--- config.mk ---
export PLATFORM = sky130hd
export DESIGN_NAME = fp_addsub_unit
export DESIGN_NICKNAME = d
export VERILOG_FILES = /design/src/fp_pkg.sv /design/src/fpu_ctrl.sv /design/src/fp_align.sv /design/src/fp_addmant.sv /design/src/fp_round.sv /design/src/fp_addsub_unit.sv
export SDC_FILE = /design/constraint.sdc
export NUM_CORES = 1
export LEC_CHECK = 0
export ABC_AREA = 1
export ABC_CLOCK_PERIOD_IN_PS = 6400
export BUFFER_PORTS_ARGS = -buffer_cell sky130_fd_sc_hd__buf_2
export CAP_MARGIN = 10
export CORE_UTILIZATION = 50
export DETAILED_ROUTE_END_ITERATION = 8
export HOLD_SLACK_MARGIN = 0.05
export MAX_ROUTING_LAYER = met4
export PLACE_DENSITY = 0.78
export SETUP_SLACK_MARGIN = 0.02
export SLEW_MARGIN = 5
export SYNTH_ARGS = -nofsm -noshare
export SYNTH_HDL_FRONTEND = slang
export SYNTH_SLANG_ARGS = --single-unit
--- constraint.sdc ---
create_clock -name clk -period 6.4 [get_ports clk]
set_input_delay 0 -clock clk [delete_from_list [all_inputs] [get_ports clk]]
set_output_delay 0 -clock clk [all_outputs]
set_load 0.005 [all_outputs]
--- src/fp_pkg.sv ---
package fp_pkg;

  // Field widths of an IEEE binary32 word.
  localparam int EXP_W = 8;
  localparam int MAN_W = 23;

  // Width of the fflags word, in RISC-V order.
  localparam int FLAG_W = 5;

  // Bit positions inside fflags.
  localparam int FLAG_NX = 0;
  localparam int FLAG_OF = 2;

  typedef struct packed {
    logic             sign;
    logic [EXP_W-1:0] exp;
    logic [MAN_W-1:0] man;
  } fp32_fields_t;

  // One binary32 word, seen either as raw bits or as its fields.
  typedef union packed {
    logic [31:0]  bits;
    fp32_fields_t fields;
  } fp32_t;

  // OP_RSUB computes rs2 minus rs1.
  typedef enum logic [1:0] {
    OP_ADD  = 2'd0,
    OP_SUB  = 2'd1,
    OP_RSUB = 2'd2
  } fp_op_e;

endpackage

--- src/fpu_ctrl.sv ---
`timescale 1ns/1ps
`default_nettype none

module fpu_ctrl (
  input  logic                        clk,
  input  logic                        rst_n,
  input  logic                        in_valid,
  input  fp_pkg::fp_op_e              op,
  input  logic                        flags_clr,
  input  logic                        nx,
  input  logic                        of,
  output logic                        neg_b,
  output logic                        swap_in,
  output logic                        v1,
  output logic                        v2,
  output logic                        v3,
  output logic                        out_valid,
  output logic [fp_pkg::FLAG_W-1:0]   out_flags,
  output logic [fp_pkg::FLAG_W-1:0]   fflags
);

  import fp_pkg::*;

  logic [2:0]        vpipe;
  logic [FLAG_W-1:0] flags_now;

  // RSUB swaps the operands and then negates the new second one.
  assign swap_in = (op == OP_RSUB);
  assign neg_b   = (op == OP_SUB) || (op == OP_RSUB);

  always_ff @(posedge clk or negedge rst_n) begin
    if (!rst_n) begin
      vpipe <= '0;
    end else begin
      vpipe <= {vpipe[1:0], in_valid};
    end
  end

  assign v1        = vpipe[0];
  assign v2        = vpipe[1];
  assign v3        = vpipe[2];
  assign out_valid = vpipe[2];

  always_comb begin
    flags_now          = '0;
    flags_now[FLAG_NX] = nx;
    flags_now[FLAG_OF] = of;
  end

  // The rounding stage reports its flags while it loads rd.
  always_ff @(posedge clk or negedge rst_n) begin
    if (!rst_n) begin
      out_flags <= '0;
    end else if (v2) begin
      out_flags <= flags_now;
    end
  end

  always_ff @(posedge clk or negedge rst_n) begin
    if (!rst_n) begin
      fflags <= '0;
    end else if (flags_clr) begin
      fflags <= '0;
    end else if (out_valid) begin
      fflags <= fflags | out_flags;
    end
  end

  // Stage 2 must hold a loaded operation whenever the rounding flags are taken.
  a_round_flags_known: assert property (@(posedge clk) disable iff (!rst_n)
    v2 |-> !$isunknown({nx, of}));

  a_in_valid_known: assert property (@(posedge clk) disable iff (!rst_n)
    !$isunknown(in_valid));

endmodule

`default_nettype wire

--- src/fp_align.sv ---
`timescale 1ns/1ps
`default_nettype none

module fp_align (
  input  logic                          clk,
  input  logic                          rst_n,
  input  logic                          en,
  input  fp_pkg::fp32_t                 rs1,
  input  fp_pkg::fp32_t                 rs2,
  input  logic                          neg_b,
  input  logic                          swap_in,
  output logic [fp_pkg::MAN_W+1:0]      big_man,
  output logic [fp_pkg::MAN_W+3:0]      small_man,
  output logic [fp_pkg::EXP_W-1:0]      big_exp,
  output logic                          res_sign,
  output logic                          eff_sub,
  output logic                          sticky,
  output logic                          zero_sign
);

  import fp_pkg::*;

  // Extended mantissa holds a carry bit, the hidden bit and the fraction.
  localparam int XW = MAN_W + 2;
  // The shifter keeps 31 bits below the mantissa to catch everything dropped.
  localparam int SW = XW + 31;

  fp32_t            a;
  fp32_t            b;
  logic [EXP_W-1:0] ea;
  logic [EXP_W-1:0] eb;
  logic [XW-1:0]    ma;
  logic [XW-1:0]    mb;
  logic             a_big;
  logic [EXP_W-1:0] diff;
  logic [4:0]       shamt;
  logic [SW-1:0]    wide;

  always_comb begin
    a = swap_in ? rs2 : rs1;
    b = swap_in ? rs1 : rs2;
    b.fields.sign = b.fields.sign ^ neg_b;

    // Subnormals sit at exponent one with no hidden bit.
    ea = (a.fields.exp == '0) ? EXP_W'(1) : a.fields.exp;
    eb = (b.fields.exp == '0) ? EXP_W'(1) : b.fields.exp;
    ma = {1'b0, a.fields.exp != '0, a.fields.man};
    mb = {1'b0, b.fields.exp != '0, b.fields.man};

    a_big = (ea > eb) || ((ea == eb) && (ma >= mb));
    diff  = a_big ? (ea - eb) : (eb - ea);
    shamt = (diff > EXP_W'(31)) ? 5'd31 : diff[4:0];

    wide = {(a_big ? mb : ma), 31'b0} >> shamt;
  end

  always_ff @(posedge clk) begin
    if (en) begin
      big_man   <= a_big ? ma : mb;
      big_exp   <= a_big ? ea : eb;
      res_sign  <= a_big ? a.fields.sign : b.fields.sign;
      small_man <= wide[SW-1:SW-XW-2];
      sticky    <= |wide[SW-XW-3:0];
      eff_sub   <= a.fields.sign ^ b.fields.sign;
      zero_sign <= a.fields.sign & b.fields.sign;
    end
  end

  // After alignment the smaller operand never exceeds the larger one.
  a_big_not_smaller: assert property (@(posedge clk) disable iff (!rst_n)
    en |=> ({big_man, 2'b00} >= small_man));

endmodule

`default_nettype wire

--- src/fp_addmant.sv ---
`timescale 1ns/1ps
`default_nettype none

module fp_addmant (
  input  logic                          clk,
  input  logic                          rst_n,
  input  logic                          en,
  input  logic [fp_pkg::MAN_W+1:0]      big_man,
  input  logic [fp_pkg::MAN_W+3:0]      small_man,
  input  logic [fp_pkg::EXP_W-1:0]      big_exp,
  input  logic                          res_sign,
  input  logic                          eff_sub,
  input  logic                          sticky,
  input  logic                          zero_sign,
  output logic [fp_pkg::MAN_W+3:0]      sum_man,
  output logic [fp_pkg::EXP_W-1:0]      sum_exp,
  output logic [4:0]                    lz,
  output logic                          res_sign_q,
  output logic                          sticky_q,
  output logic                          zero_sign_q
);

  import fp_pkg::*;

  localparam int SUM_W = MAN_W + 4;

  logic [SUM_W-1:0] raw;
  logic [SUM_W-1:0] norm;
  logic [EXP_W-1:0] exp_c;
  logic             st_c;
  logic [4:0]       lz_c;

  always_comb begin
    // A set sticky means the true subtrahend is a little larger, so borrow one
    // more at the round position and keep sticky for the remainder.
    if (eff_sub) begin
      raw = {big_man, 2'b00} - small_man - SUM_W'(sticky);
    end else begin
      raw = {big_man, 2'b00} + small_man;
    end

    if (raw[SUM_W-1]) begin
      norm  = raw >> 1;
      exp_c = big_exp + EXP_W'(1);
      st_c  = sticky | raw[0];
    end else begin
      norm  = raw;
      exp_c = big_exp;
      st_c  = sticky;
    end

    // Zeros above the hidden-bit position; 26 means the sum is zero.
    lz_c = 5'd26;
    for (int i = 0; i <= SUM_W - 2; i++) begin
      if (norm[i]) begin
        lz_c = 5'(SUM_W - 2 - i);
      end
    end
  end

  always_ff @(posedge clk) begin
    if (en) begin
      sum_man     <= norm;
      sum_exp     <= exp_c;
      lz          <= lz_c;
      res_sign_q  <= res_sign;
      sticky_q    <= st_c;
      zero_sign_q <= zero_sign;
    end
  end

  a_sub_no_carry: assert property (@(posedge clk) disable iff (!rst_n)
    (en && eff_sub) |-> !raw[SUM_W-1]);

endmodule

`default_nettype wire

--- src/fp_round.sv ---
`timescale 1ns/1ps
`default_nettype none

module fp_round (
  input  logic                          clk,
  input  logic                          rst_n,
  input  logic                          en,
  input  logic [fp_pkg::MAN_W+3:0]      sum_man,
  input  logic [fp_pkg::EXP_W-1:0]      sum_exp,
  input  logic [4:0]                    lz,
  input  logic                          res_sign,
  input  logic                          sticky,
  input  logic                          zero_sign,
  output fp_pkg::fp32_t                 rd,
  output logic                          nx,
  output logic                          of
);

  import fp_pkg::*;

  logic [4:0]       shamt;
  logic [EXP_W-1:0] exp_n;
  logic [MAN_W+3:0] norm;
  logic             lsb;
  logic             g;
  logic             r;
  logic             up;
  logic [MAN_W+1:0] rnd;
  logic [EXP_W:0]   exp_r;
  fp32_t            res;

  always_comb begin
    // Stop the left shift at the subnormal limit.
    if (sum_exp > EXP_W'(lz)) begin
      shamt = lz;
      exp_n = sum_exp - EXP_W'(lz);
    end else begin
      shamt = sum_exp[4:0] - 5'd1;
      exp_n = '0;
    end
    norm = sum_man << shamt;

    lsb = norm[2];
    g   = norm[1];
    r   = norm[0];
    up  = g & (r | sticky | lsb);
    rnd = {1'b0, norm[MAN_W+2:2]} + (MAN_W + 2)'(up);

    // A subnormal that rounds up into the hidden bit becomes normal.
    if (exp_n == '0) begin
      exp_r = (EXP_W + 1)'(rnd[MAN_W]);
    end else begin
      exp_r = {1'b0, exp_n} + (EXP_W + 1)'(rnd[MAN_W+1]);
    end

    of = (exp_r >= (EXP_W + 1)'(255));
    nx = g | r | sticky | of;

    res.fields.sign = res_sign;
    if (of) begin
      res.fields.exp = '1;
      res.fields.man = '0;
    end else if (rnd == '0) begin
      res.fields.sign = zero_sign;
      res.fields.exp  = '0;
      res.fields.man  = '0;
    end else begin
      res.fields.exp = exp_r[EXP_W-1:0];
      res.fields.man = rnd[MAN_W-1:0];
    end
  end

  always_ff @(posedge clk or negedge rst_n) begin
    if (!rst_n) begin
      rd <= '0;
    end else if (en) begin
      rd <= res;
    end
  end

endmodule

`default_nettype wire

--- src/fp_addsub_unit.sv ---
`timescale 1ns/1ps
`default_nettype none

module fp_addsub_unit (
  input  logic                        clk,
  input  logic                        rst_n,
  input  logic                        in_valid,
  input  fp_pkg::fp_op_e              op,
  input  logic [31:0]                 rs1,
  input  logic [31:0]                 rs2,
  input  logic                        flags_clr,
  output logic                        out_valid,
  output logic [31:0]                 rd,
  output logic [fp_pkg::FLAG_W-1:0]   out_flags,
  output logic [fp_pkg::FLAG_W-1:0]   fflags
);

  import fp_pkg::*;

  logic             neg_b;
  logic             swap_in;
  logic             v1;
  logic             v2;
  logic             nx;
  logic             of;

  // Stage 1 to stage 2.
  logic [MAN_W+1:0] s1_big_man;
  logic [MAN_W+3:0] s1_small_man;
  logic [EXP_W-1:0] s1_big_exp;
  logic             s1_res_sign;
  logic             s1_eff_sub;
  logic             s1_sticky;
  logic             s1_zero_sign;

  // Stage 2 to stage 3.
  logic [MAN_W+3:0] s2_sum_man;
  logic [EXP_W-1:0] s2_sum_exp;
  logic [4:0]       s2_lz;
  logic             s2_res_sign;
  logic             s2_sticky;
  logic             s2_zero_sign;

  fpu_ctrl u_ctrl (
    .clk       (clk),
    .rst_n     (rst_n),
    .in_valid  (in_valid),
    .op        (op),
    .flags_clr (flags_clr),
    .nx        (nx),
    .of        (of),
    .neg_b     (neg_b),
    .swap_in   (swap_in),
    .v1        (v1),
    .v2        (v2),
    .v3        (),
    .out_valid (out_valid),
    .out_flags (out_flags),
    .fflags    (fflags)
  );

  fp_align u_align (
    .clk       (clk),
    .rst_n     (rst_n),
    .en        (in_valid),
    .rs1       (rs1),
    .rs2       (rs2),
    .neg_b     (neg_b),
    .swap_in   (swap_in),
    .big_man   (s1_big_man),
    .small_man (s1_small_man),
    .big_exp   (s1_big_exp),
    .res_sign  (s1_res_sign),
    .eff_sub   (s1_eff_sub),
    .sticky    (s1_sticky),
    .zero_sign (s1_zero_sign)
  );

  fp_addmant u_addmant (
    .clk         (clk),
    .rst_n       (rst_n),
    .en          (v1),
    .big_man     (s1_big_man),
    .small_man   (s1_small_man),
    .big_exp     (s1_big_exp),
    .res_sign    (s1_res_sign),
    .eff_sub     (s1_eff_sub),
    .sticky      (s1_sticky),
    .zero_sign   (s1_zero_sign),
    .sum_man     (s2_sum_man),
    .sum_exp     (s2_sum_exp),
    .lz          (s2_lz),
    .res_sign_q  (s2_res_sign),
    .sticky_q    (s2_sticky),
    .zero_sign_q (s2_zero_sign)
  );

  fp_round u_round (
    .clk       (clk),
    .rst_n     (rst_n),
    .en        (v2),
    .sum_man   (s2_sum_man),
    .sum_exp   (s2_sum_exp),
    .lz        (s2_lz),
    .res_sign  (s2_res_sign),
    .sticky    (s2_sticky),
    .zero_sign (s2_zero_sign),
    .rd        (rd),
    .nx        (nx),
    .of        (of)
  );

endmodule

`default_nettype wire

==> results.txt, run 1 <==
Status = finished, violations left
Failing checks = DRC
Startpoint Class = flip-flop
IO buf count = 106
Core Area = 30,800 um^2
Comb pwr share = 59.3%
Placed Area = 16,600 um^2
Pwr Density = 336 nW/um^2
Grt met1 use = 31.7%
Post-route cell area = 17,500 um^2
Synth Area per Inst = 6.29 um^2
Total vias in the final route = 16,600
CP max stage cell = edfxtp_1
FMAX = 167 MHz
Switching Share = 49.9%
CTS Root Cell = clkbuf_16
Die area = 32,300 um^2
Final min period = 6.00 ns
Routed len/inst = 15.6 um
Min-delay src = rs2[3]
Yosys warns = 0
Congestion Overflow GR = 0
GR Util met3 = 3.20%
Clock Path Buffers = 2
Final WS setup = 0.397 ns
Maxcap violations = 0
Initial antenna violation count = 3
Peak VDD IR = 0.000240 V
Most used cell, CP = nand2_1
Area contributors post-synth = edfxtp_1, nand2_1, nand3_1
Critical path peak fanout = 7
Count leader, synth = nand2_1
GRT Total Usage = 30.1%
CP Data Arrival Time = 6.34 ns
Largest net degree at the start of global routing = 69
Nets@finish = 2,766
H-Tree Depth = 4
I/O pins = 113
Sequential Power Share = 23.6%
GPL Wtd Cong = 1.01
Worst Path Required = 6.73 ns
Area leader, netlist = edfxtp_1
Ys flop type = edfxtp_1
Die height = 180 um
CTS tree = done
Post-synth EDFFs = 104
Number of synthesized register bits = 143
TritonRoute pass-1 iters = 8
Clk pin slew, worst setup/hold paths = 0.07 ns
Hold Path Sink = u_align.big_man[3]
Tcrit/Tclk final = 93.8%
GRT busiest layer = met2
Syn Std Cell Area = 15,800 um^2
Reg2Reg Depth = 44
Vias in the first global route = 16,000
Crit path kind = flip-flop to flip-flop
Fillers = 2,973
Clock group share of total power = 17.1%
Post-synth top area share = 19.8%
Max incr delay on CP = 0.42 ns
Initial core utilization = 51.2%
Post-synthesis cell type count = 61
Via-to-Cell Ratio = 5.53
Reg-to-reg endpoint = u_round.rd[3]
Hold WS = 0.0727 ns
DR iter-0 viols = 1,134
# rows = 64
Static leakage = 8.73 nW
Clk_skew = 0.0151 ns
Rel. slew slack = 38.7%
Net Switching = 2.93 mW
Gate count after technology mapping = 2,506
Global-route wire length before repair = 76.4 mm
Dpl ws = 0.0736 ns
Worst-Skew Late Latency = 0.45 ns
Final hold vios = 0
Slew Limit Fails = 0
Share of cells above drive strength 1 = 11.0%
Worst r2r src = u_addmant.sum_exp[0]
Hold Path Cell Cnt = 3
Area growth, synth to finish = 10.8%
Element type at the critical path end = flip-flop
Sink Count = 143
Int Power = 2.94 mW
Ys async rst share = 27.3%
ANT nets after route = 0
Endpoints failing setup = 0
CTS buffer count = 17
Final wirelength = 46.7 mm
Seq/Total Area, Yosys = 26.0%
Reg2Reg Setup Slack = 0.40 ns
Top post-synthesis cells by count = nand2_1, inv_1, nand3_1
DRC = 2
Setup TNS Final = 0 ns
Die Span X = 180 um
Met2 Use GR = 54.4%
Final HPWL DP = 37.9 mm
Slew @ Worst Pin = 0.910 ns
Hold Path Class = primary input to flip-flop
power by group through the flow:
stage | combinational [mW] | clock, mW | sequential, mW
after CTS | 3.38 | 1.02 | 1.39
after global routing | 3.94 | 1.05 | 1.42
after global placement | 3.32 | 0 | 1.40
final | 3.48 | 1.00 | 1.39
after detailed placement | 3.36 | 0 | 1.41
after floorplan | 2.49 | 0 | 1.37
cell families (layout without fill, tap and decap cells):
group                      after synthesis  count (layout)  synth area share [%]
adders and majority gates              105             105                  8.52
muxes                                    4               4                 0.254
other                                    1               9                0.0238
DFF                                    143             143                  26.0
and+or+nand+nor                       1338            1338                  36.4
xor gates and xnor gates                53              53                  2.94
buffers and inverters                  449             542                  11.3
AOI/OAI and AO/OA                      413             413                  14.6
cell type report:
type	count	area, um^2	area share, %
Inverter	350	1330	7.60
Tap cell	396	495	2.83
Multi-Input combinational cell	1919	9980	57.1
Clock buffer	17	425	2.43
Timing Repair Buffer	160	976	5.58
Antenna cell	3	7.51	0.0429
Sequential cell	143	4100	23.4
Clock inverter	15	168	0.959
layout by cell type (no fill, tap or decap), drive strengths merged, types with 10 or more instances in the layout:
cell type,count
nor2,193
clkbuf,20
dfrtp,39
buf,154
nand4,32
nor3,27
nand3,312
ha,101
edfxtp,104
nand2,728
o21a,13
inv,354
o21ai,258
clkinv,10
xnor2,18
or2,32
a31oi,14
xor2,35
a21oi,86
worst max path at each step:
stage / from / to / depth (start not counted)
floorplan: u_addmant.sum_exp[0] / u_round.rd[30] / 43
global route: u_addmant.sum_exp[0] / u_ctrl.out_flags[0] / 46
detailed placement: u_addmant.sum_exp[0] / u_ctrl.out_flags[0] / 40
finish: u_addmant.sum_exp[0] / u_round.rd[3] / 44
CTS: u_addmant.sum_exp[0] / u_ctrl.out_flags[0] / 41
global placement: u_addmant.sum_exp[0] / u_ctrl.out_flags[0] / 40
routing by layer:
metal	part of all wire [%]	routed length [um]
met1	39	18200
met2	51	23600
met3	4.4	2070
met4	5.9	2750
met5	0	0
worst max-delay path, delay by kind of cell, from the launching register on:
family	cells	cell delay, ns
AOI/OAI and AO/OA	6	0.75
adders and majority gates	5	1.04
DFF	1	0.42
and+or+nand+nor	23	2.71
buffers and inverters	10	0.94
through the flow:
stage	total power [mW]	cells	util (%)
6_report	5.87	3003	56.7
5_1_grt	6.41	3003	56.7
4_1_cts	5.78	2985	55.9
3_5_place_dp	4.77	2950	53.9
3_3_place_gp	4.71	2950	53.9
2_1_floorplan	3.87	2511	-
sequential cells by signal, summed over array words and instances, names as in the netlist:
signal,flops
u_align.big_exp,8
u_round.rd,32
u_align.zero_sign,1
u_ctrl.vpipe,3
u_addmant.sum_exp,8
u_align.sticky,1
u_addmant.lz,5
u_align.res_sign,1
u_align.small_man,26
u_addmant.zero_sign_q,1
u_addmant.res_sign_q,1
u_addmant.sum_man,26
u_addmant.sticky_q,1
u_align.eff_sub,1
u_ctrl.fflags,2
u_align.big_man,24
u_ctrl.out_flags,2
timing repair:
| item | in CTS | in global routing |
|---|---|---|
| endpoints found under the setup margin | 0 | 34 |
| hold buffers | 3 | 0 |
| buffers inserted | 0 | 14 |
| resized for setup | 0 | 31 |
| endpoints found under the hold margin | 42 | 0 |
Power figures use the tool's default switching activity.
==> run 2, diff against run 1 <==
--- a/config.mk
+++ b/config.mk
@@ -5,7 +5,6 @@
 export SDC_FILE = /design/constraint.sdc
 export NUM_CORES = 1
 export LEC_CHECK = 0
-export ABC_AREA = 1
 export ABC_CLOCK_PERIOD_IN_PS = 6400
 export BUFFER_PORTS_ARGS = -buffer_cell sky130_fd_sc_hd__buf_2
 export CAP_MARGIN = 10
==> results.txt, run 2 <==
Status = finished clean
Hold Path Class = primary input to flip-flop
# rows = 67 (+4.7%)
CTS buffer count = 17 (unchanged)
Critical Path Source = u_addmant.sum_exp[0]
# diodes = 0 (-3)
Post-route cell area = 19,900 um^2 (+14%)
FMAX = 163 MHz (-2.3%)
Sink Count = 143 (unchanged)
Reg2Reg Depth = 29 (-34%)
Endpoints failing setup = 0 (unchanged)
Ys flop type = edfxtp_1
Die Span X = 187 um (+4.3%)
CP max stage cell = or4b_4
Rel. slew slack = 15.9% (-23 points)
Via-to-Cell Ratio = 6.28 (+13%)
Final wirelength = 55.3 mm (+18%)
Clk_skew = 0.0199 ns (+0.00484 ns)
Total vias in the final route = 17,300 (+3.9%)
Core Area = 33,600 um^2 (+9.0%)
GRT Total Usage = 32.1% (+2.0 points)
Post-synthesis cell type count = 106 (+74%)
Critical path peak fanout = 13 (+6)
Placed Area = 18,700 um^2 (+12%)
Worst setup endpoint = u_round.rd[31]
Congestion Overflow GR = 0 (unchanged)
Largest register by flop count = u_round.rd
Clock Path Buffers = 2 (unchanged)
Vias in the first global route = 16,600 (+3.5%)
Synth Area per Inst = 8.09 um^2 (+29%)
TritonRoute pass-1 iters = 6 (-2)
CTS tree = done
Count leader, synth = nand2_1
H-Tree Depth = 4 (unchanged)
I/O pins = 113 (unchanged)
Area contributors post-synth = edfxtp_1, ha_1, mux2i_1
Tcrit/Tclk final = 96.0% (+2.2 points)
Largest net degree at the start of global routing = 64 (-7.2%)
Worst-Skew Late Latency = 0.45 ns (about the same)
Slew @ Worst Pin = 1.25 ns (+0.338 ns)
Pwr Density = 349 nW/um^2 (+4.0%)
Ys async rst share = 27.3% (unchanged)
Die area = 35,100 um^2 (+8.7%)
Share of cells above drive strength 1 = 17.5% (+6.5 points)
Max incr delay on CP = 0.51 ns (+0.09 ns)
Most common cell after layout, fill and taps aside = nand2_1
Final HPWL DP = 42.9 mm (+13%)
Syn Std Cell Area = 17,200 um^2 (+8.8%)
Slew Limit Fails = 0 (unchanged)
DR iter-0 viols = 1,619 (+43%)
Worst Path Required = 6.79 ns (+0.06 ns)
Initial antenna violation count = 0 (-3)
Final core occ = 59.1% (+2.4 points)
Area growth, synth to finish = 15.8%
Seq/Total Area, Yosys = 23.9% (-2.1 points)
Initial core utilization = 51.0% (-0.11 points)
Area leader, netlist = edfxtp_1
Clk pin slew, worst setup/hold paths = 0.08 ns (about the same)
Global-route wire length before repair = 87.9 mm (+15%)
Reg2Reg Setup Slack = 0.26 ns (-0.14 ns)
Die height = 187 um (+4.3%)
Power after layout = 6.94 mW (+18%)
DRC = 0 (-2)
Reg-to-reg endpoint = u_round.rd[31]
Post-synth EDFFs = 104 (unchanged)
Top post-synthesis cells by count = nand2_1, inv_1, nor2_1
Element type at the critical path end = flip-flop
Number of synthesized register bits = 143 (unchanged)
Max reg flops = 32 (unchanged)
Setup TNS Final = 0 ns (unchanged)
Final min period = 6.14 ns (+0.141 ns)
Maxcap violations = 0 (unchanged)
CP Data Arrival Time = 6.54 ns (+0.20 ns)
Worst r2r src = u_addmant.sum_exp[0]
Yosys warns = 0 (unchanged)
Peak VDD IR = 0.000214 V (-11%)
IO buf count = 106 (unchanged)
Post-synth top area share = 18.2% (-1.6 points)
Routed len/inst = 20.1 um (+29%)
CTS Root Cell = clkbuf_16
Regs by FF count = u_round.rd x32, u_addmant.sum_man x26, u_align.small_man x26
Crit path kind = flip-flop to flip-flop
GPL Wtd Cong = 1.04 (+3.1%)
RSZ-0062 raised after global routing = false
Nets@finish = 2,466 (-11%)
ANT nets after route = 0 (unchanged)
Static leakage = 8.59 nW (-1.7%)
Commonest non-fill, non-tap cells in the layout = nand2_1, inv_1, nor2_1
Gate count after technology mapping = 2,120 (-15%)
Startpoint Class = flip-flop
Most used cell, CP = ha_1
Final hold vios = 0 (unchanged)
[run 2: cell count changes after synthesis, sizes merged, moves of 44 or more]
cell	before	now
nand3	312	123
nand2	728	238
mux2i	4	126
a21oi	86	136
nor2	193	149
o21ai	258	93
inv	346	160
[run 2: area by class of cell]
type / count / area [um^2]
well taps: 448 / 561
clock inverters: 15 / 186
clock buffers: 17 / 425
inverters: 161 / 606
multi-input cells: 1704 / 12100
fillers: 2985 / 13700
repair buffers: 264 / 1850
flip-flops and latches: 143 / 4100
[run 2: metrics by stage]
step / hold slack (ns) / instances / worst slack [ns]
floorplan: -0.296 / 2125 / 0.0340
global placement: 0.130 / 2680 / -0.0991
detailed placement: 0.146 / 2680 / -0.137
CTS: 0.0541 / 2738 / -0.0135
global route: 0.0674 / 2752 / 0.00390
finish: 0.0469 / 2752 / 0.256
[run 2: worst min path at each step]
stage | startpoint | end | slack (ns) | cells after the start
final | rs2[20] | u_align.big_man[20] | 0.05 | 3
after global routing | rs1[31] | u_align.res_sign | 0.07 | 3
after CTS | rs2[5] | u_align.big_man[5] | 0.05 | 3
after detailed placement | rst_n | u_round.rd[12] | 0.15 | 1
after global placement | rst_n | u_round.rd[12] | 0.13 | 1
after floorplan | rst_n | u_ctrl.fflags[0] | -0.30 | 0
[run 2: kinds of logic (layout without fill, tap and decap cells)]
logic type | count (synthesis) | after routing | share of synthesized area (%)
simple gates | 767 | 767 | 22.3
compound gates | 554 | 555 | 23.0
buf+inv | 279 | 457 | 6.74
mux | 171 | 171 | 11.0
flops | 143 | 143 | 23.9
fa+ha+maj | 118 | 118 | 8.59
xor+xnor | 87 | 87 | 4.44
other cells | 1 | 6 | 0.0219
[run 2: worst max-delay path, delay by kind of cell, from the launching register on]
| kind | cells | cell delay, ns |
|---|---|---|
| AOI/OAI and AO/OA | 11 | 2.39 |
| and+or+nand+nor | 8 | 1.36 |
| adders and majority gates | 4 | 0.96 |
| buffers and inverters | 4 | 0.57 |
| DFF | 1 | 0.41 |
| muxes | 1 | 0.21 |
| xor gates and xnor gates | 1 | 0.19 |
[run 2: where the power goes]
part	internal (mW)	total [mW]	switching, mW
sequential	1.28	1.51	0.230
combinational	1.79	4.40	2.61
clock	0.530	1.03	0.498
total	3.60	6.94	3.34
[run 2: metal layers]
layer | global-route usage (%) | vias to the layer above | routed length (um)
met2 | 52.1 | 710 | 26400
met1 | 38.9 | 8288 | 22600
li1 | - | 8123 | -
met4 | 17.7 | 0 | 3130
met5 | - | - | 0
met3 | 3.43 | 149 | 3150
[run 2: what timing repair did]
item	CTS	global route
pin swaps	1	14
endpoints found under the hold margin	54	0
setup buffers	1	13
gates cloned	0	1
resized for setup	5	39
hold buffers	25	0
endpoints found under the setup margin	28	36
